`src/hdl/cacheGeomPkg.sv`:
```
package cacheGeomPkg;

  // address split: tag | index | offset
  localparam int AddrWidth    = 32;
  localparam int OffsetWidth  = 5;
  localparam int IndexWidth   = 6;
  localparam int TagWidth     = 21;
  localparam int NumSets      = 64;
  localparam int NumWays      = 2;
  localparam int WordsPerLine = 4;

  typedef logic [AddrWidth-1:0]  addrT;
  typedef logic [TagWidth-1:0]   tagT;
  typedef logic [IndexWidth-1:0] indexT;

  // pipeline word and its byte enables
  typedef logic [63:0] wordT;
  typedef logic [7:0]  maskT;

  typedef logic [WordsPerLine*64-1:0] lineT;
  typedef logic [NumWays-1:0]         wayVecT;

endpackage

```
`src/hdl/waySelect.sv`:
```
`timescale 1ns/1ps

module waySelect (
  input  cacheGeomPkg::wayVecT                             wayHit_i,
  input  cacheGeomPkg::wayVecT                             victimWay_i,
  input  cacheGeomPkg::lineT [cacheGeomPkg::NumWays-1:0]   wayLine_i,
  input  cacheGeomPkg::tagT  [cacheGeomPkg::NumWays-1:0]   wayTag_i,
  input  cacheGeomPkg::wayVecT                             wayDirty_i,
  input  logic [1:0]                                       word_i,
  input  cacheGeomPkg::indexT                              index_i,
  output cacheGeomPkg::wordT                               rdData_o,
  output logic                                             victimDirty_o,
  output cacheGeomPkg::addrT                               memWrAddr_o,
  output cacheGeomPkg::lineT                               memWrData_o
);

  localparam int WordBits = $bits(cacheGeomPkg::wordT);

  cacheGeomPkg::lineT victimLine;
  cacheGeomPkg::tagT  victimTag;

  // hit and victim vectors are one-hot or empty
  always_comb begin
    rdData_o   = '0;
    victimLine = '0;
    victimTag  = '0;
    for (int w = 0; w < cacheGeomPkg::NumWays; w++) begin
      if (wayHit_i[w]) begin
        rdData_o = wayLine_i[w][word_i*WordBits +: WordBits];
      end
      if (victimWay_i[w]) begin
        victimLine = wayLine_i[w];
        victimTag  = wayTag_i[w];
      end
    end
  end

  assign victimDirty_o = |(victimWay_i & wayDirty_i);

  // write-back goes to the line the victim came from
  assign memWrAddr_o = {victimTag, index_i, {cacheGeomPkg::OffsetWidth{1'b0}}};
  assign memWrData_o = victimLine;

endmodule

```
`config.mk`:
```
export PLATFORM = sky130hd
export DESIGN_NAME = waySelect
export DESIGN_NICKNAME = d
export VERILOG_FILES = /design/src/hdl/cacheGeomPkg.sv /design/src/hdl/waySelect.sv
export SDC_FILE = /design/constraint.sdc
export NUM_CORES = 1
export LEC_CHECK = 0
export BUFFER_PORTS_ARGS = -buffer_cell sky130_fd_sc_hd__buf_2
export CAP_MARGIN = 40
export CORE_AREA = 5 5 355 357
export DETAILED_ROUTE_END_ITERATION = 8
export DIE_AREA = 0 0 360 362
export GPL_ROUTABILITY_DRIVEN = 1
export GPL_TIMING_DRIVEN = 0
export PLACE_DENSITY = 0.3
export SLEW_MARGIN = 40
export SYNTH_ARGS = -nofsm -noshare
export SYNTH_HDL_FRONTEND = slang
export SYNTH_SLANG_ARGS = --single-unit
```
`constraint.sdc`:
```
create_clock -name vclk -period 1.1
set_clock_uncertainty 0.2 [all_clocks]
set_input_delay 0 -clock vclk [all_inputs]
set_output_delay 0 -clock vclk [all_outputs]
set_load 0.05 [all_outputs]
```
==> key figures <==
Run status
  • Status: complete, but fails checks
  • Failing checks: negative setup slack

Route
  • DR pass1 iterations: 5
  • Via Count: 15600
  • Drt first-iter violations: 764
  • Antenna-violating nets left: 0
  • Via-to-Cell Ratio: 3.86
  • Drt drc: 0
  • DR WL/cell: 33.3 um
  • WL final: 135000 um

Place
  • Detailed placement HPWL: 105000 um
  • DP Worst Slack: -1780 ps
  • Cells after DPL: 3875
  • GP Congestion: 0.885
  • Post-Place Cell Area: 18400 um2
  • PortBufs: 907

Global routing
  • First-pass GRT wire length: 168000 um
  • Gr ovfl total: 0
  • Initial antenna violation count: 62
  • Vias in the first global route: 16800
  • Largest net degree at the start of global routing: 11
  • GRT Total Usage: 0.190

Timing
  • Fin. max-slew vios: 0
  • Fmax achieved: 577 MHz
  • # setup viols final: 341
  • Setup TNS: -83830 ps
  • Final Cycle Share: 1.58
  • Final hold slack: 103 ps
  • RSZ-0062 raised after global routing: true
  • Final hold violations: 0
  • Slew of the pin with the lowest slew margin: 500 ps
  • Minimum clock period: 1730 ps
  • Min setup slack post-route: -634 ps
  • Slew HR: 0.660

Power and ir drop
  • Pwr Total: 17.9 mW
  • Worst vdd ir: 0.254 mV
  • LEAKAGE: 12.3 nW
  • PD cells: 638 nW/um2

Worst setup path
  • Crit path max-delay cell type: or3b_4
  • Critical path's most frequent cell: buf_12
  • CP bufs+invs: 5
  • CP required: 900 ps
  • WS Path Type: in2out
  • Crit path arrival time: 1530 ps
  • CP max stage delay: 420 ps
  • CP max FO: 10
  • Crit path max-delay family: buffers and inverters
  • Crit path cell chain: buf_8 -> or3b_4 -> buf_12 -> clkbuf_16 -> buf_12 -> o22a_1 -> o221ai_4 -> buf_6
  • Worst Setup Start Kind: primary input
  • CP Capture Type: output pin

Floorplanning
  • Die area: 130000 um2
  • Core area: 123000 um2
  • # IOs: 921
  • Chip width: 360 um
  • Initial Util: 0.0642
  • Cell row count: 129
  • Chip height: 362 um

Synth
  • Largest area contributor in the netlist: mux2i_1
  • Synth Cell Area: 7870 um2
  • Synth Warn #: 0
  • Sequential share of the synthesized area: 0
  • Synth cell types: 17
  • Yosys top cell area share: 0.326
  • Mapped Avg Cell Area: 5.94 um2
  • Synth area leaders: mux2i_1, nand2_1, o21ai_1, o221ai_1, o22a_1
  • Synthesized instance count: 1325

Run
  • Max cap viols: 0

Cells and area
  • Number of nets in the layout: 2965
  • Layout area overhead: 257%
  • Clock buffers: 0
  • Register area: 0 um2
  • End-of-flow core utilization: 0.229
  • Sequential cells: 0
  • Post-Layout Cell Count: 4056
  • Share of cells above drive strength 1: 0.786
  • Final instance area: 28100 um2

CTS
  • CTS Hold Bufs: 0

Worst hold path
  • Worst hold path class: in2out
==> report_power, final <==
| part | total, mW | switching, mW | internal [mW] |
|---|---|---|---|
| Combinational | 17.9 | 10.7 | 7.22 |
| Clock | 0.00000296 | 0 | 0.00000296 |
| Sequential | 0 | 0 | 0 |
| Total | 17.9 | 10.7 | 7.22 |
==> cells by family (layout without fill, tap and decap cells) <==
logic type             count (synthesis)  count (layout)  synth area share
AOI/OAI and AO/OA                    406             406             0.333
buffers and inverters                157            1223            0.0989
muxes                                256             256             0.326
other                                  1              29          0.000476
and+or+nand+nor                      505             505             0.243
==> cells in the final DEF (no fill, tap or decap) <==
master | netlist | layout
buf_2 | 48 | 569
clkbuf_4 | 0 | 5
buf_16 | 0 | 35
nor2b_4 | 0 | 1
diode_2 | 0 | 24
or3b_4 | 0 | 1
buf_4 | 14 | 67
nand3b_1 | 1 | 1
conb_1 | 1 | 5
nand2_4 | 0 | 178
nand2_2 | 0 | 54
o22a_1 | 64 | 64
buf_6 | 10 | 207
o221ai_2 | 0 | 1
nand2b_1 | 1 | 1
a22o_4 | 0 | 26
buf_12 | 0 | 89
nand2_1 | 501 | 267
nand2_8 | 0 | 2
clkbuf_16 | 0 | 56
a22o_2 | 0 | 2
o221ai_4 | 0 | 63
buf_8 | 0 | 170
mux2i_4 | 0 | 46
o21ai_4 | 0 | 219
mux2i_1 | 256 | 174
mux2i_2 | 0 | 36
o21ai_2 | 0 | 31
clkbuf_8 | 0 | 25
==> layout make-up <==
class | count | area, um2
Fill cell | 13600 | 94500
Antenna cell | 24 | 60.1
Timing Repair Buffer | 1079 | 10300
Multi-Input combinational cell | 1172 | 13300
Buffer | 144 | 2510
Tap cell | 1637 | 2050
==> timing repair <==
| item | in CTS | in global routing |
|---|---|---|
| pin swaps | 164 | 95 |
| endpoints found under the setup margin | 342 | 342 |
| cloned | 47 | 16 |
| resized for setup | 1693 | 241 |
| setup buffers | 96 | 33 |
==> synth_stat cells, types with 10 or more instances <==
cell type / instances
nand2_1: 501
a22o_1: 28
clkbuf_1: 71
o21ai_1: 250
o22a_1: 64
mux2i_1: 256
buf_1: 13
buf_2: 48
buf_6: 10
o221ai_1: 64
buf_4: 14
==> final timing paths <==
path        from        endpoint  slack (ps)  cells past startpoint
max    word_i[0]    rdData_o[10]        -630                      8
min   index_i[1]  memWrAddr_o[6]         100                      2
==> per-layer routing <==
layer / up-vias / global-route usage / wire length (um)
met5: - / 0.00908 / 322
met1: 7776 / 0.239 / 57700
met3: 125 / 0.0538 / 9180
met2: 730 / 0.326 / 65300
li1: 6987 / - / -
met4: 26 / 0.0362 / 2490
(Power assumes the default switching activity.)
