$ cat src/hdl/cacheGeomPkg.sv
package cacheGeomPkg;

  // address split: tag | index | offset
  localparam int AddrWidth    = 32;
  localparam int OffsetWidth  = 5;
  localparam int IndexWidth   = 6;
  localparam int TagWidth     = 21;
  localparam int NumSets      = 64;
  localparam int NumWays      = 2;
  localparam int WordsPerLine = 4;

  typedef logic [AddrWidth-1:0]  addrT;
  typedef logic [TagWidth-1:0]   tagT;
  typedef logic [IndexWidth-1:0] indexT;

  // pipeline word and its byte enables
  typedef logic [63:0] wordT;
  typedef logic [7:0]  maskT;

  typedef logic [WordsPerLine*64-1:0] lineT;
  typedef logic [NumWays-1:0]         wayVecT;

endpackage

$ cat src/hdl/memBusPkg.sv
package memBusPkg;

  localparam int BeatsPerBurst = 4;

  typedef logic [1:0] beatCntT;

  // cache controller states
  typedef enum logic [2:0] {
    idle, compare, writeBack, refillReq, refillData, install
  } ctrlStateT;

endpackage

$ cat src/hdl/cacheCtrl.sv
`timescale 1ns/1ps

module cacheCtrl (
  input  logic                 clk,
  input  logic                 rst_n,
  input  logic                 req_i,
  input  logic                 we_i,
  input  cacheGeomPkg::addrT   addr_i,
  input  cacheGeomPkg::wordT   wrData_i,
  input  cacheGeomPkg::maskT   wrMask_i,
  input  cacheGeomPkg::wayVecT wayHit_i,
  input  cacheGeomPkg::wayVecT wayValid_i,
  input  logic                 victimDirty_i,
  input  logic                 lineDone_i,
  input  logic                 memRdReady_i,
  input  logic                 memWrReady_i,
  output logic                 ready_o,
  output logic                 dataOk_o,
  output cacheGeomPkg::indexT  reqIndex_o,
  output cacheGeomPkg::tagT    reqTag_o,
  output logic [1:0]           reqWord_o,
  output cacheGeomPkg::wordT   storeData_o,
  output cacheGeomPkg::maskT   storeMask_o,
  output cacheGeomPkg::wayVecT storeWe_o,
  output cacheGeomPkg::wayVecT installWe_o,
  output cacheGeomPkg::wayVecT victimWay_o,
  output logic                 refillEn_o,
  output logic                 memRdValid_o,
  output cacheGeomPkg::addrT   memRdAddr_o,
  output logic                 memWrValid_o
);

  memBusPkg::ctrlStateT state;
  memBusPkg::ctrlStateT nextState;

  logic                             reqWe;
  cacheGeomPkg::indexT              reqIndex;
  cacheGeomPkg::tagT                reqTag;
  logic [1:0]                       reqWord;
  cacheGeomPkg::wordT               reqData;
  cacheGeomPkg::maskT               reqMask;
  logic [cacheGeomPkg::NumSets-1:0] victimPtr;
  cacheGeomPkg::wayVecT             victimWay;
  logic                             anyHit;
  logic                             accept;

  assign anyHit = |wayHit_i;
  assign ready_o = (state == memBusPkg::idle) ||
                   ((state == memBusPkg::compare) && anyHit);
  assign accept = req_i && ready_o;

  always_ff @(posedge clk or negedge rst_n) begin
    if (!rst_n) begin
      state <= memBusPkg::idle;
    end else begin
      state <= nextState;
    end
  end

  always_comb begin
    nextState = state;
    case (state)
      memBusPkg::idle: begin
        if (req_i) begin
          nextState = memBusPkg::compare;
        end
      end
      memBusPkg::compare: begin
        if (anyHit) begin
          nextState = req_i ? memBusPkg::compare : memBusPkg::idle;
        end else if (victimDirty_i) begin
          nextState = memBusPkg::writeBack;
        end else begin
          nextState = memBusPkg::refillReq;
        end
      end
      memBusPkg::writeBack: begin
        if (memWrReady_i) begin
          nextState = memBusPkg::refillReq;
        end
      end
      memBusPkg::refillReq: begin
        if (memRdReady_i) begin
          nextState = memBusPkg::refillData;
        end
      end
      memBusPkg::refillData: begin
        if (lineDone_i) begin
          nextState = memBusPkg::install;
        end
      end
      // line written this cycle, retry the lookup
      memBusPkg::install: begin
        nextState = memBusPkg::compare;
      end
      default: begin
        nextState = memBusPkg::idle;
      end
    endcase
  end

  // request address and kind
  always_ff @(posedge clk or negedge rst_n) begin
    if (!rst_n) begin
      reqWe    <= 1'b0;
      reqIndex <= '0;
      reqTag   <= '0;
      reqWord  <= '0;
    end else if (accept) begin
      reqWe    <= we_i;
      reqIndex <= addr_i[cacheGeomPkg::OffsetWidth +: cacheGeomPkg::IndexWidth];
      reqTag   <= addr_i[cacheGeomPkg::AddrWidth-1 -: cacheGeomPkg::TagWidth];
      reqWord  <= addr_i[cacheGeomPkg::OffsetWidth-1:3];
    end
  end

  // store payload
  always_ff @(posedge clk) begin
    if (accept) begin
      reqData <= wrData_i;
      reqMask <= wrMask_i;
    end
  end

  // empty way first, else the set's toggle pointer
  always_comb begin
    if (!wayValid_i[0]) begin
      victimWay = 2'b01;
    end else if (!wayValid_i[1]) begin
      victimWay = 2'b10;
    end else begin
      victimWay = victimPtr[reqIndex] ? 2'b10 : 2'b01;
    end
  end

  always_ff @(posedge clk or negedge rst_n) begin
    if (!rst_n) begin
      victimPtr <= '0;
    end else if (state == memBusPkg::install) begin
      victimPtr[reqIndex] <= ~victimPtr[reqIndex];
    end
  end

  assign dataOk_o    = (state == memBusPkg::compare) && anyHit;
  assign storeWe_o   = ((state == memBusPkg::compare) && reqWe) ? wayHit_i : '0;
  assign installWe_o = (state == memBusPkg::install) ? victimWay : '0;
  assign victimWay_o = victimWay;
  assign refillEn_o  = (state == memBusPkg::refillData);

  assign memRdValid_o = (state == memBusPkg::refillReq);
  assign memWrValid_o = (state == memBusPkg::writeBack);
  assign memRdAddr_o  = {reqTag, reqIndex, {cacheGeomPkg::OffsetWidth{1'b0}}};

  assign reqIndex_o  = reqIndex;
  assign reqTag_o    = reqTag;
  assign reqWord_o   = reqWord;
  assign storeData_o = reqData;
  assign storeMask_o = reqMask;

endmodule

$ cat config.mk
export PLATFORM = sky130hd
export DESIGN_NAME = cacheCtrl
export DESIGN_NICKNAME = d
export VERILOG_FILES = /design/src/hdl/cacheGeomPkg.sv /design/src/hdl/memBusPkg.sv /design/src/hdl/cacheCtrl.sv
export SDC_FILE = /design/constraint.sdc
export NUM_CORES = 1
export LEC_CHECK = 0
export BUFFER_PORTS_ARGS = -buffer_cell sky130_fd_sc_hd__buf_2
export CAP_MARGIN = 0
export CORE_UTILIZATION = 25
export DETAILED_ROUTE_END_ITERATION = 10
export GPL_ROUTABILITY_DRIVEN = 0
export HOLD_SLACK_MARGIN = 0.08
export PLACE_DENSITY = 0.55
export SLEW_MARGIN = 20
export SYNTH_ARGS = -nofsm -noshare
export SYNTH_HDL_FRONTEND = slang
export SYNTH_SLANG_ARGS = --single-unit
export TNS_END_PERCENT = 10
$ cat constraint.sdc
create_clock -name clk -period 6 [get_ports clk]
set_input_delay 0.6 -clock clk [delete_from_list [all_inputs] [get_ports clk]]
set_output_delay 0.6 -clock clk [all_outputs]
set_load 0.1 [all_outputs]
==> results.sh <==
export IMPL_place_hpwl_um=13000
export IMPL_fillCellCount=2918
export IMPL_grt_pass1_wl_um=28500
export IMPL_fin_util_pct=31.9
export IMPL_h_tree_depth=4
export IMPL_fin_cells=1126
export IMPL_clk_transition_reported_paths_ns=0.07
export IMPL_fin_crit_ns=4.25
export IMPL_wl_per_cell_um=16.6
export IMPL_drt_iter0_drc=309
export IMPL_cts_buffers=17
export IMPL_critPathLaunchType="register"
export IMPL_nNetsFinal=845
export IMPL_vias=4940
export IMPL_drt_wl_total_um=18700
export IMPL_die_y_um=173
export IMPL_clock_fmax_ghz=0.235
export IMPL_synth_edf_count=72
export IMPL_outcome="finished, final reports clean"
export IMPL_syn_inst=524
export IMPL_antenna_cells=0
export IMPL_endpoint_kind="output port"
export IMPL_grtUsageTotal_pct=12.5
export IMPL_num_rows=62
export IMPL_max_stage_delay_ns=0.92
export IMPL_vias_per_cell=4.39
export IMPL_cp_slowest_cell="dfrtp_1"
export IMPL_root_buffer="clkbuf_16"
export IMPL_ant_nets=0
export IMPL_synthArstFlopShare_pct=57.4
export IMPL_worstSetupPathType="reg -> out"
export IMPL_coreArea_um2=28700
export IMPL_synth_area_leader_cell="dfrtp_1"
export IMPL_numPortBuffers=251
export IMPL_cts_buffer_depth=2
export IMPL_final_max_slew_violation_count=0
export IMPL_finalSetupViolCount=0
export IMPL_drtPass1Iterations=4
export IMPL_initial_utilization_pct=25.3
export IMPL_fin_setup_tns_ns=0
export IMPL_numClockSinks=169
export IMPL_dieArea_um2=29800
export IMPL_worstPathRequired_ns=5.40
export IMPL_overflow=0
export IMPL_ios=260
export IMPL_synth_distinct_cells=50
export IMPL_hold_ws_ns=0.143
export IMPL_synthDominantCellAreaShare_pct=33.4
export IMPL_tightest_slew_ns=0.955
export IMPL_grt_max_degree=79
export IMPL_grt_pass1_vias=4781
export IMPL_syn_cell_area_um2=7280
export IMPL_dpl_cell_count=1094
export IMPL_finClkSkew_ns=0.0189
export IMPL_ys_warn_count=0
export IMPL_final_hold_viol_count=0
export IMPL_die_x_um=173
export IMPL_post_route_period_util_pct=70.8
export IMPL_ctsResizeCount=0
export IMPL_synth_seq_cells=169
export IMPL_clk_latency_ns=0.43
export IMPL_synthTopCellsByArea="dfrtp_1 33%, edfxtp_1 30%, o31ai_2 6.5%, o21ai_0 4.8%, mux2_2 4.6%"
export IMPL_cts_hold_fix_buffers=0
export IMPL_cp_max_fo=26
export IMPL_rsz0062_at_grt="no"
export IMPL_area_growth_pct=25.8
export IMPL_drc_errors=0
export IMPL_slew_headroom_pct=36.2
export IMPL_drive_above_1_share_pct=50.0
export IMPL_cts_tree="built"
export IMPL_antenna_found_initial=0
export IMPL_avgSynthCellArea_um2=13.9
export IMPL_post_cts_buffers=0
export IMPL_synth_main_ff_cell="dfrtp_1"
export IMPL_drv_cap=0
export IMPL_yosysSeqAreaShare_pct=63.1
export IMPL_critical_path_arrival_ns=3.65
export IMPL_crit_path_cell_trace="mux4_2 -> nand2_1 -> a21o_1 -> o211ai_4 -> a2111o_2 -> o21ai_0 -> buf_2"
export IMPL_final_common_cell="buf_2"
export IMPL_min_path_type="in -> async"
export IMPL_mostFrequentLayoutCells="250 x buf_2, 97 x dfrtp_1, 72 x edfxtp_1"
worst max-delay path, delay by kind of cell, from the launching register on:
kind	cells	cell delay, ns
DFF	1	0.92
buffers and inverters	1	0.45
muxes	1	0.61
AOI/OAI and AO/OA	4	1.15
and+or+nand+nor	1	0.08
state kept, by name, summed over array words and instances, names as in the netlist:
register     count
reqTag_o        21
reqWord_o        2
victimPtr       64
reqWe            1
state            3
storeMask_o      8
storeData_o     64
reqIndex_o       6
synth_stat cells, types with 3 or more instances:
| master | count |
|---|---|
| mux2i_1 | 11 |
| inv_1 | 7 |
| mux4_2 | 6 |
| clkbuf_1 | 31 |
| dfrtp_1 | 97 |
| o31ai_2 | 38 |
| nor2b_1 | 4 |
| mux2_2 | 30 |
| nand3_1 | 5 |
| edfxtp_1 | 72 |
| nand3b_1 | 3 |
| o21ai_0 | 70 |
| o22ai_1 | 6 |
| o31ai_1 | 27 |
| nor2_1 | 9 |
| nand2_1 | 17 |
| a21oi_1 | 3 |
| buf_6 | 6 |
| nand2b_1 | 4 |
| a311oi_1 | 3 |
| and3_1 | 4 |
| buf_4 | 35 |
worst paths after layout:
kind,from,end,slack (ns),cells after the start
worst max-delay path,reqIndex_o[0]$_DFFE_PN0P_,victimWay_o[0],1.75,7
worst min-delay path,rst_n,reqIndex_o[2]$_DFFE_PN0P_,0.14,1
worst max register to register,reqIndex_o[0]$_DFFE_PN0P_,victimPtr[63]$_DFFE_PN0P_,2.58,7
worst min register to register,victimPtr[20]$_DFFE_PN0P_,victimPtr[20]$_DFFE_PN0P_,0.51,2
max in group asynchronous,rst_n,victimPtr[54]$_DFFE_PN0P_,4.67,2
min in group clk,wrData_i[22],storeData_o[22]$_DFFE_PP_,0.34,1
area by class of cell:
type	count	area, µm²	share of cell area, %
inverters	7	27.5	0.301
well taps	384	480	5.25
repair buffers	257	1300	14.2
clock inverters	13	97.6	1.07
multi-input cells	277	2220	24.3
flip-flops and latches	169	4590	50.1
clock buffers	19	433	4.73
kinds of logic after synthesis:
family,synth area share [%]
flops,63.1
compound gates,17.6
buf+inv,6.69
simple gates,4.21
mux,8.32
other cells,0.0515
stage by stage:
| stage | area [µm²] | setup slack, ns |
|---|---|---|
| floorplan | 7300 | 0.596 |
| global placement | 8620 | 2.17 |
| detailed placement | 8620 | 2.18 |
| CTS | 9150 | 1.72 |
| global route | 9150 | 1.56 |
| finish | 9150 | 1.75 |
per-layer routing:
metal / track usage [%] / up-vias / part of all wire (%)
li1: - / 2348 / -
met1: 15.8 / 2380 / 44
met2: 21.1 / 203 / 49
met3: 3.17 / 9 / 6.2
met4: 3.68 / 0 / 0.97
met5: 0 / - / 0
Power is left out: the tool's default activity adds up to more than one toggle a clock period on the data nets, which glitch-free logic cannot reach.
