`config.mk`:
```
export PLATFORM = sky130hd
export DESIGN_NAME = refillBuffer
export DESIGN_NICKNAME = d
export VERILOG_FILES = /design/src/hdl/cacheGeomPkg.sv /design/src/hdl/memBusPkg.sv /design/src/hdl/refillBuffer.sv
export SDC_FILE = /design/constraint.sdc
export NUM_CORES = 1
export LEC_CHECK = 0
export ABC_AREA = 1
export BUFFER_PORTS_ARGS = -buffer_cell sky130_fd_sc_hd__buf_2
export CORE_MARGIN = 5
export CORE_UTILIZATION = 40
export CTS_CLUSTER_DIAMETER = 60
export DETAILED_ROUTE_END_ITERATION = 8
export PLACE_DENSITY = 0.65
export SLEW_MARGIN = 25
export SYNTH_ARGS = -nofsm -noshare
export SYNTH_HDL_FRONTEND = slang
export SYNTH_SLANG_ARGS = --single-unit
export TNS_END_PERCENT = 1
```
`constraint.sdc`:
```
create_clock -name clk -period 4.8 [get_ports clk]
set_clock_uncertainty 0.05 [all_clocks]
set_input_delay 0.48 -clock clk [delete_from_list [all_inputs] [get_ports clk]]
set_output_delay 0.48 -clock clk [all_outputs]
set_load 0.05 [all_outputs]
```
`src/hdl/cacheGeomPkg.sv`:
```
package cacheGeomPkg;

  // address split: tag | index | offset
  localparam int AddrWidth    = 32;
  localparam int OffsetWidth  = 5;
  localparam int IndexWidth   = 6;
  localparam int TagWidth     = 21;
  localparam int NumSets      = 64;
  localparam int NumWays      = 2;
  localparam int WordsPerLine = 4;

  typedef logic [AddrWidth-1:0]  addrT;
  typedef logic [TagWidth-1:0]   tagT;
  typedef logic [IndexWidth-1:0] indexT;

  // pipeline word and its byte enables
  typedef logic [63:0] wordT;
  typedef logic [7:0]  maskT;

  typedef logic [WordsPerLine*64-1:0] lineT;
  typedef logic [NumWays-1:0]         wayVecT;

endpackage

```
`src/hdl/memBusPkg.sv`:
```
package memBusPkg;

  localparam int BeatsPerBurst = 4;

  typedef logic [1:0] beatCntT;

  // cache controller states
  typedef enum logic [2:0] {
    idle, compare, writeBack, refillReq, refillData, install
  } ctrlStateT;

endpackage

```
`src/hdl/refillBuffer.sv`:
```
`timescale 1ns/1ps

module refillBuffer (
  input  logic               clk,
  input  logic               rst_n,
  input  logic               refillEn_i,
  input  cacheGeomPkg::wordT memRdData_i,
  input  logic               memRdDataValid_i,
  input  logic               memRdLast_i,
  output cacheGeomPkg::lineT line_o,
  output logic               lineDone_o
);

  localparam int BeatBits = $bits(cacheGeomPkg::lineT) / memBusPkg::BeatsPerBurst;

  memBusPkg::beatCntT beatCnt;
  logic               beatEn;

  assign beatEn = refillEn_i && memRdDataValid_i;

  // beat counter wraps back to slot 0 after the last beat
  always_ff @(posedge clk or negedge rst_n) begin
    if (!rst_n) begin
      beatCnt    <= '0;
      lineDone_o <= 1'b0;
    end else begin
      lineDone_o <= beatEn && memRdLast_i;
      if (beatEn) begin
        beatCnt <= memRdLast_i ? '0 : beatCnt + 1'b1;
      end
    end
  end

  always_ff @(posedge clk) begin
    if (beatEn) begin
      line_o[beatCnt*BeatBits +: BeatBits] <= memRdData_i;
    end
  end

endmodule

```
==> metrics.txt, run 1 <==
critical path class=reg -> reg; Die Y=169.0 um; DIE AREA=approximately 29,000 sq um; Final TNS setup=0 ns; All-Layer GR Usage=a little over a fifth; Die X=169.0 um; Final Critical Period=2.894 ns; post-DR vias/cell=5.013; max frequency=345.6 MHz; core area=25,040 sq um; Final HPWL DP=21,830 um; final antenna-violating net count=0; Port Buffers=325; number of clock sinks=around 260; postcts setup bufs=0; reg2reg start=beatCnt[0]; syn nets=872; final routed DRC violation total=0; synthesized cell area=10,110 sq um; max incr delay on CP=roughly 0.57 ns; status=finished, final reports clean; clock-pin slew on the worst setup and hold paths=0.06 ns; Yosys cell types=13; TritonCTS clock tree=built; Pwr Total=just under 6 mW; Pleak=4.851 nW; CTS max path bufs=3; Seq cells post-synth=between 200 and 300; Post-Syn Instances=798; gp weighted congestion=0.9020; Post-synth top cells=nor2_1, edfxtp_1, nand3_1; worst r2r path cells=5; CTS root buffer=clkbuf_16; count leader, synth=nor2_1; maxcap violations=0; nets=1,184; largest net degree at the start of global routing=97; Final Max Tran Viols=0; largest cells by area after synthesis=edfxtp_1, nor2_1, nand3_1, nand2_1, buf_2; crit share post-route=60.29%; 1st-pass router iterations=5; sequential area share after synthesis=76.78%; detailed-route via count=7,309; first-pass GRT wire length=~45,000 um; worst r2r dst=line_o[111]; Skew-Pair Late Insertion Delay=about 0.52 ns; crit path capture type=register; HP Start=memRdLast_i; area leader, netlist=edfxtp_1; initial antenna violation count=0; Inserted Clock Buffers=29; Startpoint Class=register; Critical Path Fanout Max=51; FP Rows=58; slew at the pin closest to its max-slew limit=0.8968 ns; Starting DRT DRC Count=1,036; share of cells above drive strength 1=34.84%; vias in the first global route=7,015; Async SR Flop Fraction=1.158%; headroom to the max-slew limit=roughly two fifths; post-CTS resize count=0; IO Pins=326; Hold EP=lineDone_o; worst-path cell chain=buf_4 -> ha_1 -> inv_1 -> nor2_4 -> buf_4; Ys Warns=0; Avg WL per Cell=21.23 um; area grow syn2layout=26.88%; VDD IR max=0.3459 mV; Final Hold Viols=0; Main synth FF type=edfxtp_1; RSZ-0062 raised after global routing=false; Worst Hold Class=in -> reg; post-synth top area share=76.04%; crit path DAT=3.00 ns; syn_area_per_cell=12.67 sq um; critical path's most frequent cell=buf_4; antenna cell count=0; CP max-delay cell=nor2_4; Cells on Worst Hold Path=3; WP data required=4.91 ns; CTS Hold Bufs=1; Post-synth EDFFs=256; Final setup viols=0; reg-to-reg setup timing slack=1.91 ns; Routed WL=between 30,000 and 40,000 um; H-Tree Depth=1; Initial Util=40.38%; Power Density=452.1 nW/um^2; GRT overflow=0
-- cell type report --
| class | instances | area [sq um] |
|---|---|---|
| Clock buffer | 34 | 744.5 |
| Clock inverter | 15 | 115.1 |
| Fill cell | 2248 | 12210 |
| Inverter | 10 | 40.04 |
| Multi-Input combinational cell | 471 | 2017 |
| Sequential cell | 259 | 7764 |
| Tap cell | 330 | 412.9 |
| Timing Repair Buffer | 339 | 1734 |
-- cell usage in the layout (no fill, tap or decap), types with 2 or more instances in the layout --
cell type / n
clkinv_1: 2
dfrtp_1: 2
inv_1: 7
clkinv_4: 2
nor2_1: 259
clkinv_2: 7
ha_1: 4
inv_6: 2
nand2_2: 3
nand3_1: 127
inv_2: 2
clkbuf_1: 5
edfxtp_1: 256
clkbuf_16: 29
nor2_4: 4
buf_2: 325
nand2_1: 72
buf_4: 13
-- critical path: cells and delay by family, from the launching register on --
| kind | cells | cell delay, ns |
|---|---|---|
| adders and majority gates | 1 | 0.22 |
| buffers and inverters | 3 | 1.10 |
| DFF | 1 | 0.54 |
| and+or+nand+nor | 1 | 0.57 |
-- where the power goes --
group	total, mW	internal, mW	switching, mW
clock network	2.02	1.16	0.859
registers	2.64	2.61	0.0323
logic	1.14	0.210	0.931
-- cells by family (layout without fill, tap and decap cells) --
logic type	Yosys count	in the layout	share of synthesized area, %
adders and majority gates	5	5	0.6188
buffers and inverters	68	398	3.589
DFF	259	259	76.78
and+or+nand+nor	466	466	19.01
-- sequential cells by signal (all words and copies together) (netlist names) --
register,flops
line_o,256
beatCnt,2
lineDone_o,1
-- how the worst max path moves through the flow --
stage | slack [ns] | from | endpoint | cells past startpoint
floorplan | 0.76 | beatCnt[0] | line_o[0] | 4
global placement | 1.95 | beatCnt[0] | line_o[66] | 5
detailed placement | 1.91 | beatCnt[0] | line_o[120] | 5
CTS | 1.89 | beatCnt[0] | line_o[120] | 5
global route | 1.72 | beatCnt[0] | line_o[112] | 5
finish | 1.91 | beatCnt[0] | line_o[111] | 5
-- stage by stage --
step / area, sq um / hold slack [ns] / setup slack [ns] / util, % / instances
floorplan: 10110 / 0.1344 / 0.7592 / - / 798
global placement: 11960 / 0.2382 / 1.948 / 47.76 / 1408
detailed placement: 11960 / 0.2385 / 1.915 / 47.76 / 1408
CTS: 12830 / 0.1142 / 1.894 / 51.23 / 1458
global route: 12830 / 0.1318 / 1.719 / 51.23 / 1458
finish: 12830 / 0.1424 / 1.906 / 51.23 / 1458
-- per-layer routing --
layer  track usage, %  part of all wire (%)
met4            4.725                   1.8
met5                0                     0
met2            31.49                    45
met3            5.208                    11
met1            30.77                    42
Power figures use the tool's default switching activity.
==> run 2: changes to the inputs <==
--- a/config.mk
+++ b/config.mk
@@ -5,13 +5,13 @@
 export SDC_FILE = /design/constraint.sdc
 export NUM_CORES = 1
 export LEC_CHECK = 0
-export ABC_AREA = 1
+export ABC_AREA = 0
 export BUFFER_PORTS_ARGS = -buffer_cell sky130_fd_sc_hd__buf_2
 export CORE_MARGIN = 5
 export CORE_UTILIZATION = 40
 export CTS_CLUSTER_DIAMETER = 60
 export DETAILED_ROUTE_END_ITERATION = 8
-export PLACE_DENSITY = 0.65
+export PLACE_DENSITY = 0.68
 export SLEW_MARGIN = 25
 export SYNTH_ARGS = -nofsm -noshare
 export SYNTH_HDL_FRONTEND = slang
==> constraint.sdc (replaced) <==
create_clock -name clk -period 2.4 [get_ports clk]
set_clock_uncertainty 0.05 [all_clocks]
set_input_delay 0.24 -clock clk [delete_from_list [all_inputs] [get_ports clk]]
set_output_delay 0.24 -clock clk [all_outputs]
set_load 0.05 [all_outputs]
==> run 2 against run 1 <==
  * Hold slack got worse by 0.11 ns
  * Global-route usage shrank 2.6 points
  * Non-clock buffer count is 74 higher
  * Critical path depth rose by 1
  * Final area up 4.0%
  * Clock-buffer cell count down 5
  * Cell count down 9.4%
  * Largest cell class unchanged
  * Largest power group unchanged
==> metrics.txt, run 2 <==
Post-synth EDFFs=256 (unchanged); Largest regs=line_o x256, beatCnt x2, lineDone_o x1 (unchanged); Ys Warns=0 (unchanged); area grow syn2layout=36.43% (was 26.88%); Post-synth top cells=edfxtp_1, and3_1, and2_1 (was nor2_1, edfxtp_1, nand3_1); Final Util=55.16% (was 51.23%); Die X=166.3 um (was 169.0 um); DIE AREA=27,670 sq um (was 28,550 sq um); Final setup viols=0 (unchanged); delay-heaviest family, CP=buffers and inverters (unchanged); Async SR Flop Fraction=1.158% (unchanged); Yosys cell types=24 (was 13); most frequent cells in the layout=buf_2, edfxtp_1, and2_1 (was buf_2, nor2_1, edfxtp_1); Cells on Worst Hold Path=2 (was 3); detailed-route via count=6,359 (was 7,309); 1st-pass router iterations=5 (unchanged); design area=13,340 sq um (was 12,830 sq um); crit share post-route=82.52% (was 60.29%); core area=24,180 sq um (was 25,040 sq um); first-pass GRT wire length=40,050 um (was 45,110 um); Inserted Clock Buffers=27 (was 29); VDD IR max=0.5815 mV (was 0.3459 mV); Final WS setup=0.4195 ns (was 1.906 ns); max reg flops=256 (unchanged); post-CTS resize count=0 (unchanged); nets=1,054 (was 1,184); final std cells w/o fill=1,321 (was 1,458); largest cells by area after synthesis=edfxtp_1, and3_1, and2_1, clkbuf_2, dfrtp_1 (was edfxtp_1, nor2_1, nand3_1, nand2_1, buf_2); H-Tree Depth=1 (unchanged); Final HPWL DP=17,220 um (was 21,830 um); Biggest register=line_o (unchanged); syn nets=651 (was 872); crit path capture type=register (unchanged); CP max-delay cell=dfrtp_1 (was nor2_4); Seq cells post-synth=259 (unchanged); synthesized cell area=9776 sq um (was 10,110 sq um); headroom to the max-slew limit=60.16% (was 40.07%); worst r2r path cells=6 (was 5); DP Area=11,880 sq um (was 11,960 sq um); Critical Path Stages=6 (was 5); initial antenna violation count=0 (unchanged); antenna cell count=0 (unchanged); Post-Syn Instances=577 (was 798); vias in the first global route=6,696 (was 7,015); postcts setup bufs=0 (unchanged); crit path DAT=2.31 ns (was 3.00 ns); critical path class=reg -> reg (unchanged); Power Density=895.8 nW/um^2 (was 452.1 nW/um^2); Starting DRT DRC Count=330 (was 1,036); HP Start=memRdData_i[27] (was memRdLast_i); Main synth FF type=edfxtp_1 (unchanged); reg2reg start=beatCnt[0] (unchanged); syn_area_per_cell=16.94 sq um (was 12.67 sq um); Worst Hold Class=in -> reg (unchanged); final routed DRC violation total=0 (unchanged); Final Critical Period=1.980 ns (was 2.894 ns); GRT overflow=0 (unchanged); RSZ-0062 raised after global routing=false (unchanged); post-synth top area share=78.64% (was 76.04%); WP data required=2.73 ns (was 4.91 ns); IO Pins=326 (unchanged); largest net degree at the start of global routing=69 (was 97); count leader, synth=edfxtp_1 (was nor2_1); number of clock sinks=259 (unchanged); CTS max path bufs=3 (unchanged); Port Buffers=325 (unchanged); most common cell after layout, fill and taps aside=buf_2 (unchanged); Pleak=5.881 nW (was 4.851 nW); max frequency=504.9 MHz (was 345.6 MHz); worst-path cell chain=inv_1 -> ha_1 -> buf_4 -> and4bb_2 -> buf_4 -> and2_1 (was buf_4 -> ha_1 -> inv_1 -> nor2_4 -> buf_4); Skew-Pair Late Insertion Delay=0.52 ns (about the same); placed insts=1,209 (was 1,408); max incr delay on CP=0.37 ns (was 0.57 ns); Routed WL=26,030 um (was 30,950 um); maxcap violations=0 (unchanged); critical path's most frequent cell=buf_4 (unchanged); slew at the pin closest to its max-slew limit=0.5977 ns (was 0.8968 ns); Pwr Total=11.95 mW (was 5.799 mW); share of cells above drive strength 1=39.82% (was 34.84%); gp weighted congestion=0.7547 (was 0.9020); Critical Path Fanout Max=35 (was 51); Final Hold Viols=0 (unchanged); Avg WL per Cell=19.70 um (was 21.23 um); status=finished, final reports clean (unchanged); CP Launch Point=beatCnt[0] (unchanged); FP Rows=57 (was 58); CTS Hold Bufs=66 (was 1); sequential area share after synthesis=79.41% (was 76.78%); final antenna-violating net count=0 (unchanged); Die Y=166.3 um (was 169.0 um); CTS root buffer=clkbuf_16 (unchanged); Final Max Tran Viols=0 (unchanged); post-DR vias/cell=4.814 (was 5.013); clock-pin slew on the worst setup and hold paths=0.06 ns (about the same); Initial Util=40.43% (was 40.38%); All-Layer GR Usage=18.24% (was 20.85%); CP Buf/Inv Count=3 (unchanged); pre-CTS setup slack=0.4339 ns (was 1.915 ns); TritonCTS clock tree=built (unchanged); Startpoint Class=register (unchanged); area leader, netlist=edfxtp_1 (unchanged)
[run 2: cell type report]
| cell class | count | area (sq um) |
|---|---|---|
| Tap cell | 324 | 405.4 |
| Multi-Input combinational cell | 277 | 1834 |
| Fill cell | 1951 | 10840 |
| Sequential cell | 259 | 7762 |
| Clock buffer | 29 | 683.2 |
| Timing Repair Buffer | 413 | 2535 |
| Inverter | 2 | 7.507 |
| Clock inverter | 17 | 108.9 |
[run 2: per-layer routing]
layer  share of wire (%)  track usage, %  vias up  routed length (um)
met5                   0               0        -                   0
met4                 2.4           4.696        0                 635
met3                 8.4           5.499       43                2195
met2                  51           32.32      282               13340
met1                  38           21.85     3101                9859
li1                    -               -     2933                   -
[run 2: kinds of logic after synthesis]
logic type	synth area share (%)
flip-flops	79.41
multiplexers	0.2176
buffers and inverters	2.201
AND/OR/NAND/NOR	17.53
adder cells (fa/ha/maj)	0.6400
[run 2: final timing paths]
check | to | slack (ns)
worst max-delay path | line_o[62] | 0.42
worst min-delay path | line_o[27] | 0.03
worst max register to register | line_o[62] | 0.42
worst min register to register | beatCnt[1] | 0.55
max in group asynchronous | beatCnt[0] | 1.61
min in group asynchronous | lineDone_o | 0.54
[run 2: power breakdown]
group,total [mW],switching (mW),internal [mW]
clock,3.78,1.63,2.14
sequential,5.44,0.0645,5.37
combinational,2.74,1.99,0.748
[run 2: stage by stage]
step	TNS [ns]	hold slack, ns
floorplan	-57.68	-0.1056
global placement	0	-0.01026
detailed placement	0	-0.008855
CTS	0	0.006774
global route	0	0.01767
finish	0	0.03316
==> run 3: changes to the inputs <==
==> constraint.sdc (replaced) <==
create_clock -name clk -period 1.82 [get_ports clk]
set_clock_uncertainty 0.05 [all_clocks]
set_input_delay 0.182 -clock clk [delete_from_list [all_inputs] [get_ports clk]]
set_output_delay 0.182 -clock clk [all_outputs]
set_load 0.05 [all_outputs]
==> run 3 against run 2 <==
  * Via count grew 2.0%
  * Clock-buffer cell count grew 2
  * Worst setup slack lost 0.37 ns
  * First-iteration DRC count grew 61%
  * Largest power group unchanged
  * Critical path depth shrank 1
  * Largest cell class unchanged
  * Sequential power grew 32%
  * Highest routed layer unchanged
  * Combinational power grew 43%
  * Sequential cell count is the same
==> metrics.txt, run 3 (synthesis results as in run 2) <==
CP max-delay cell=dfrtp_1 (unchanged); VDD IR max=0.9303 mV (was 0.5815 mV); Cells on Worst Hold Path=4 (was 2); crit share post-route=97.36% (was 82.52%); Final Util=56.45% (was 55.16%); Port Buffers=325 (unchanged); Avg WL per Cell=20.08 um (was 19.70 um); clock-pin slew on the worst setup and hold paths=0.06 ns (about the same); delay-heaviest family, CP=simple AND/OR/NAND/NOR gates (was buffers and inverters); most common cell after layout, fill and taps aside=buf_2 (unchanged); Critical Path Fanout Max=37 (was 35); Worst Hold Class=in -> reg (unchanged); Biggest register=line_o (unchanged); CP Buf/Inv Count=2 (was 3); Startpoint Class=register (unchanged); post-DR vias/cell=4.869 (was 4.814); GRT overflow=0 (unchanged); All-Layer GR Usage=18.50% (was 18.24%); Hold EP=beatCnt[1] (was line_o[27]); Die X=166.3 um (unchanged); largest net degree at the start of global routing=70 (was 69); first-pass GRT wire length=40,590 um (was 40,050 um); Sw Ratio=30.05% (was 30.83%); area grow syn2layout=39.61% (was 36.43%); reg-to-reg setup timing slack=0.05 ns (was 0.42 ns); design area=13,650 sq um (was 13,340 sq um); CTS root buffer=clkbuf_16 (unchanged); max reg flops=256 (unchanged); most frequent cells in the layout=buf_2, edfxtp_1, and2_1 (unchanged); number of clock sinks=259 (unchanged); initial antenna violation count=2 (was 0); worst-path cell chain=inv_2 -> ha_2 -> and2b_2 -> buf_12 -> and3_1 (was inv_1 -> ha_1 -> buf_4 -> and4bb_2 -> buf_4 -> and2_1); worst r2r dst=line_o[121] (was line_o[62]); vias in the first global route=6,752 (was 6,696); Initial Util=40.43% (unchanged); Sw Pwr=4.962 mW (was 3.683 mW); maxcap violations=0 (unchanged); status=finished, final reports clean (unchanged); gp weighted congestion=0.7449 (was 0.7547); Power Density=1210 nW/um^2 (was 895.8 nW/um^2); sequential fraction of design power=43.4% (was 45.5%); Routed WL=26,740 um (was 26,030 um); WP data required=2.03 ns (was 2.73 ns); Pleak=5.982 nW (was 5.881 nW); HP Start=memRdLast_i (was memRdData_i[27]); Final TNS setup=0 ns (unchanged); slew at the pin closest to its max-slew limit=0.3000 ns (was 0.5977 ns); share of cells above drive strength 1=39.96% (was 39.82%); crit path capture type=register (unchanged); critical path class=reg -> reg (unchanged); Clk pwr share=32.8% (was 31.6%); FP Rows=57 (unchanged); max incr delay on CP=0.40 ns (was 0.37 ns); IO Pins=326 (unchanged); Starting DRT DRC Count=530 (was 330); Int Pwr=11.55 mW (was 8.264 mW); Final setup viols=0 (unchanged); 1st-pass router iterations=4 (was 5); DIE AREA=27,670 sq um (unchanged); CTS max path bufs=3 (unchanged); Skew-Pair Late Insertion Delay=0.53 ns (was 0.52 ns); max frequency=564.4 MHz (was 504.9 MHz); final antenna-violating net count=0 (unchanged); worst r2r path cells=5 (was 6); core area=24,180 sq um (unchanged); H-Tree Depth=1 (unchanged); RSZ-0062 raised after global routing=false (unchanged); Final HPWL DP=16,880 um (was 17,220 um); Gate power share=23.8% (was 22.9%); crit path DAT=1.99 ns (was 2.31 ns); Die Y=166.3 um (unchanged); Inserted Clock Buffers=26 (was 27); headroom to the max-slew limit=80.14% (was 60.16%); Final Critical Period=1.772 ns (was 1.980 ns); DP Area=12,020 sq um (was 11,880 sq um); Final Hold Viols=0 (unchanged); nets=1,061 (was 1,054); Min Hold Slack=0.4425 ns (was 0.03316 ns); Pwr Total=16.51 mW (was 11.95 mW); reg2reg start=beatCnt[0] (unchanged); TritonCTS clock tree=built (unchanged); Largest regs=line_o x256, beatCnt x2, lineDone_o x1 (unchanged); Final Max Tran Viols=0 (unchanged); final routed DRC violation total=0 (unchanged); detailed-route via count=6,485 (was 6,359)
## run 3: cell types whose count changed in the layout (fill, tap and decap cells not counted), sizes merged
cell	previous run	this run
buf	347	349
clkbuf	29	32
bufinv	1	4
clkinv	14	11
clkinvlp	2	1
diode	0	2
dlygate4sd3	66	71
## run 3: worst min-delay path, stage by stage
cell and delay, ns:
dlygate4sd3_1 0.53, buf_2 0.12, nand2b_1 0.10, mux2i_1 0.06
## run 3: cell type report
| type | instances | area (sq um) |
|---|---|---|
| antenna | 2 | 5.005 |
| clock buffer | 31 | 690.7 |
| clock inverter | 16 | 175.2 |
| fill | 1909 | 10530 |
| inverter | 2 | 7.507 |
| multi-input combinational | 277 | 1843 |
| sequential | 259 | 7762 |
| tap | 324 | 405.4 |
| timing repair buffer | 421 | 2759 |
## run 3: worst max-delay path by stage
stage                from          end  slack, ns  cells past startpoint
2_1_floorplan  beatCnt[0]  line_o[100]      -0.14                      2
3_3_place_gp   beatCnt[0]  line_o[190]       0.08                      5
3_5_place_dp   beatCnt[0]  line_o[162]       0.03                      5
4_1_cts        beatCnt[0]  line_o[184]      0.004                      5
5_1_grt        beatCnt[0]  line_o[177]      0.002                      6
6_report       beatCnt[0]  line_o[121]       0.05                      5
## run 3: timing repair
item / 4_1_cts / 5_1_grt
buffers inserted: 0 / 1
endpoints found under the hold margin: 257 / 0
endpoints found under the setup margin: 0 / 160
resized for setup: 0 / 5
hold buffers: 71 / 0
## run 3: power by group through the flow
stage / sequential [mW] / clock [mW] / combinational [mW]
2_1_floorplan: 8.37 / 0 / 1.28
5_1_grt: 7.19 / 5.79 / 4.17
4_1_cts: 7.17 / 5.52 / 3.86
3_3_place_gp: 7.29 / 0 / 3.69
6_report: 7.17 / 5.42 / 3.92
3_5_place_dp: 7.29 / 0 / 3.74
## run 3: per-layer routing
layer	GRT usage, %	wire (um)	up-vias
met5	0	0	-
met4	5.727	783	0
met3	5.856	2465	57
met2	32.10	13250	312
met1	22.14	10240	3166
li1	-	-	2950
## run 3: through the flow
step                instances  setup WS, ns
floorplan                 577       -0.1431
global placement         1210       0.07683
detailed placement       1210       0.03034
CTS                      1328      0.003988
global route             1331      0.001903
finish                   1332       0.04809
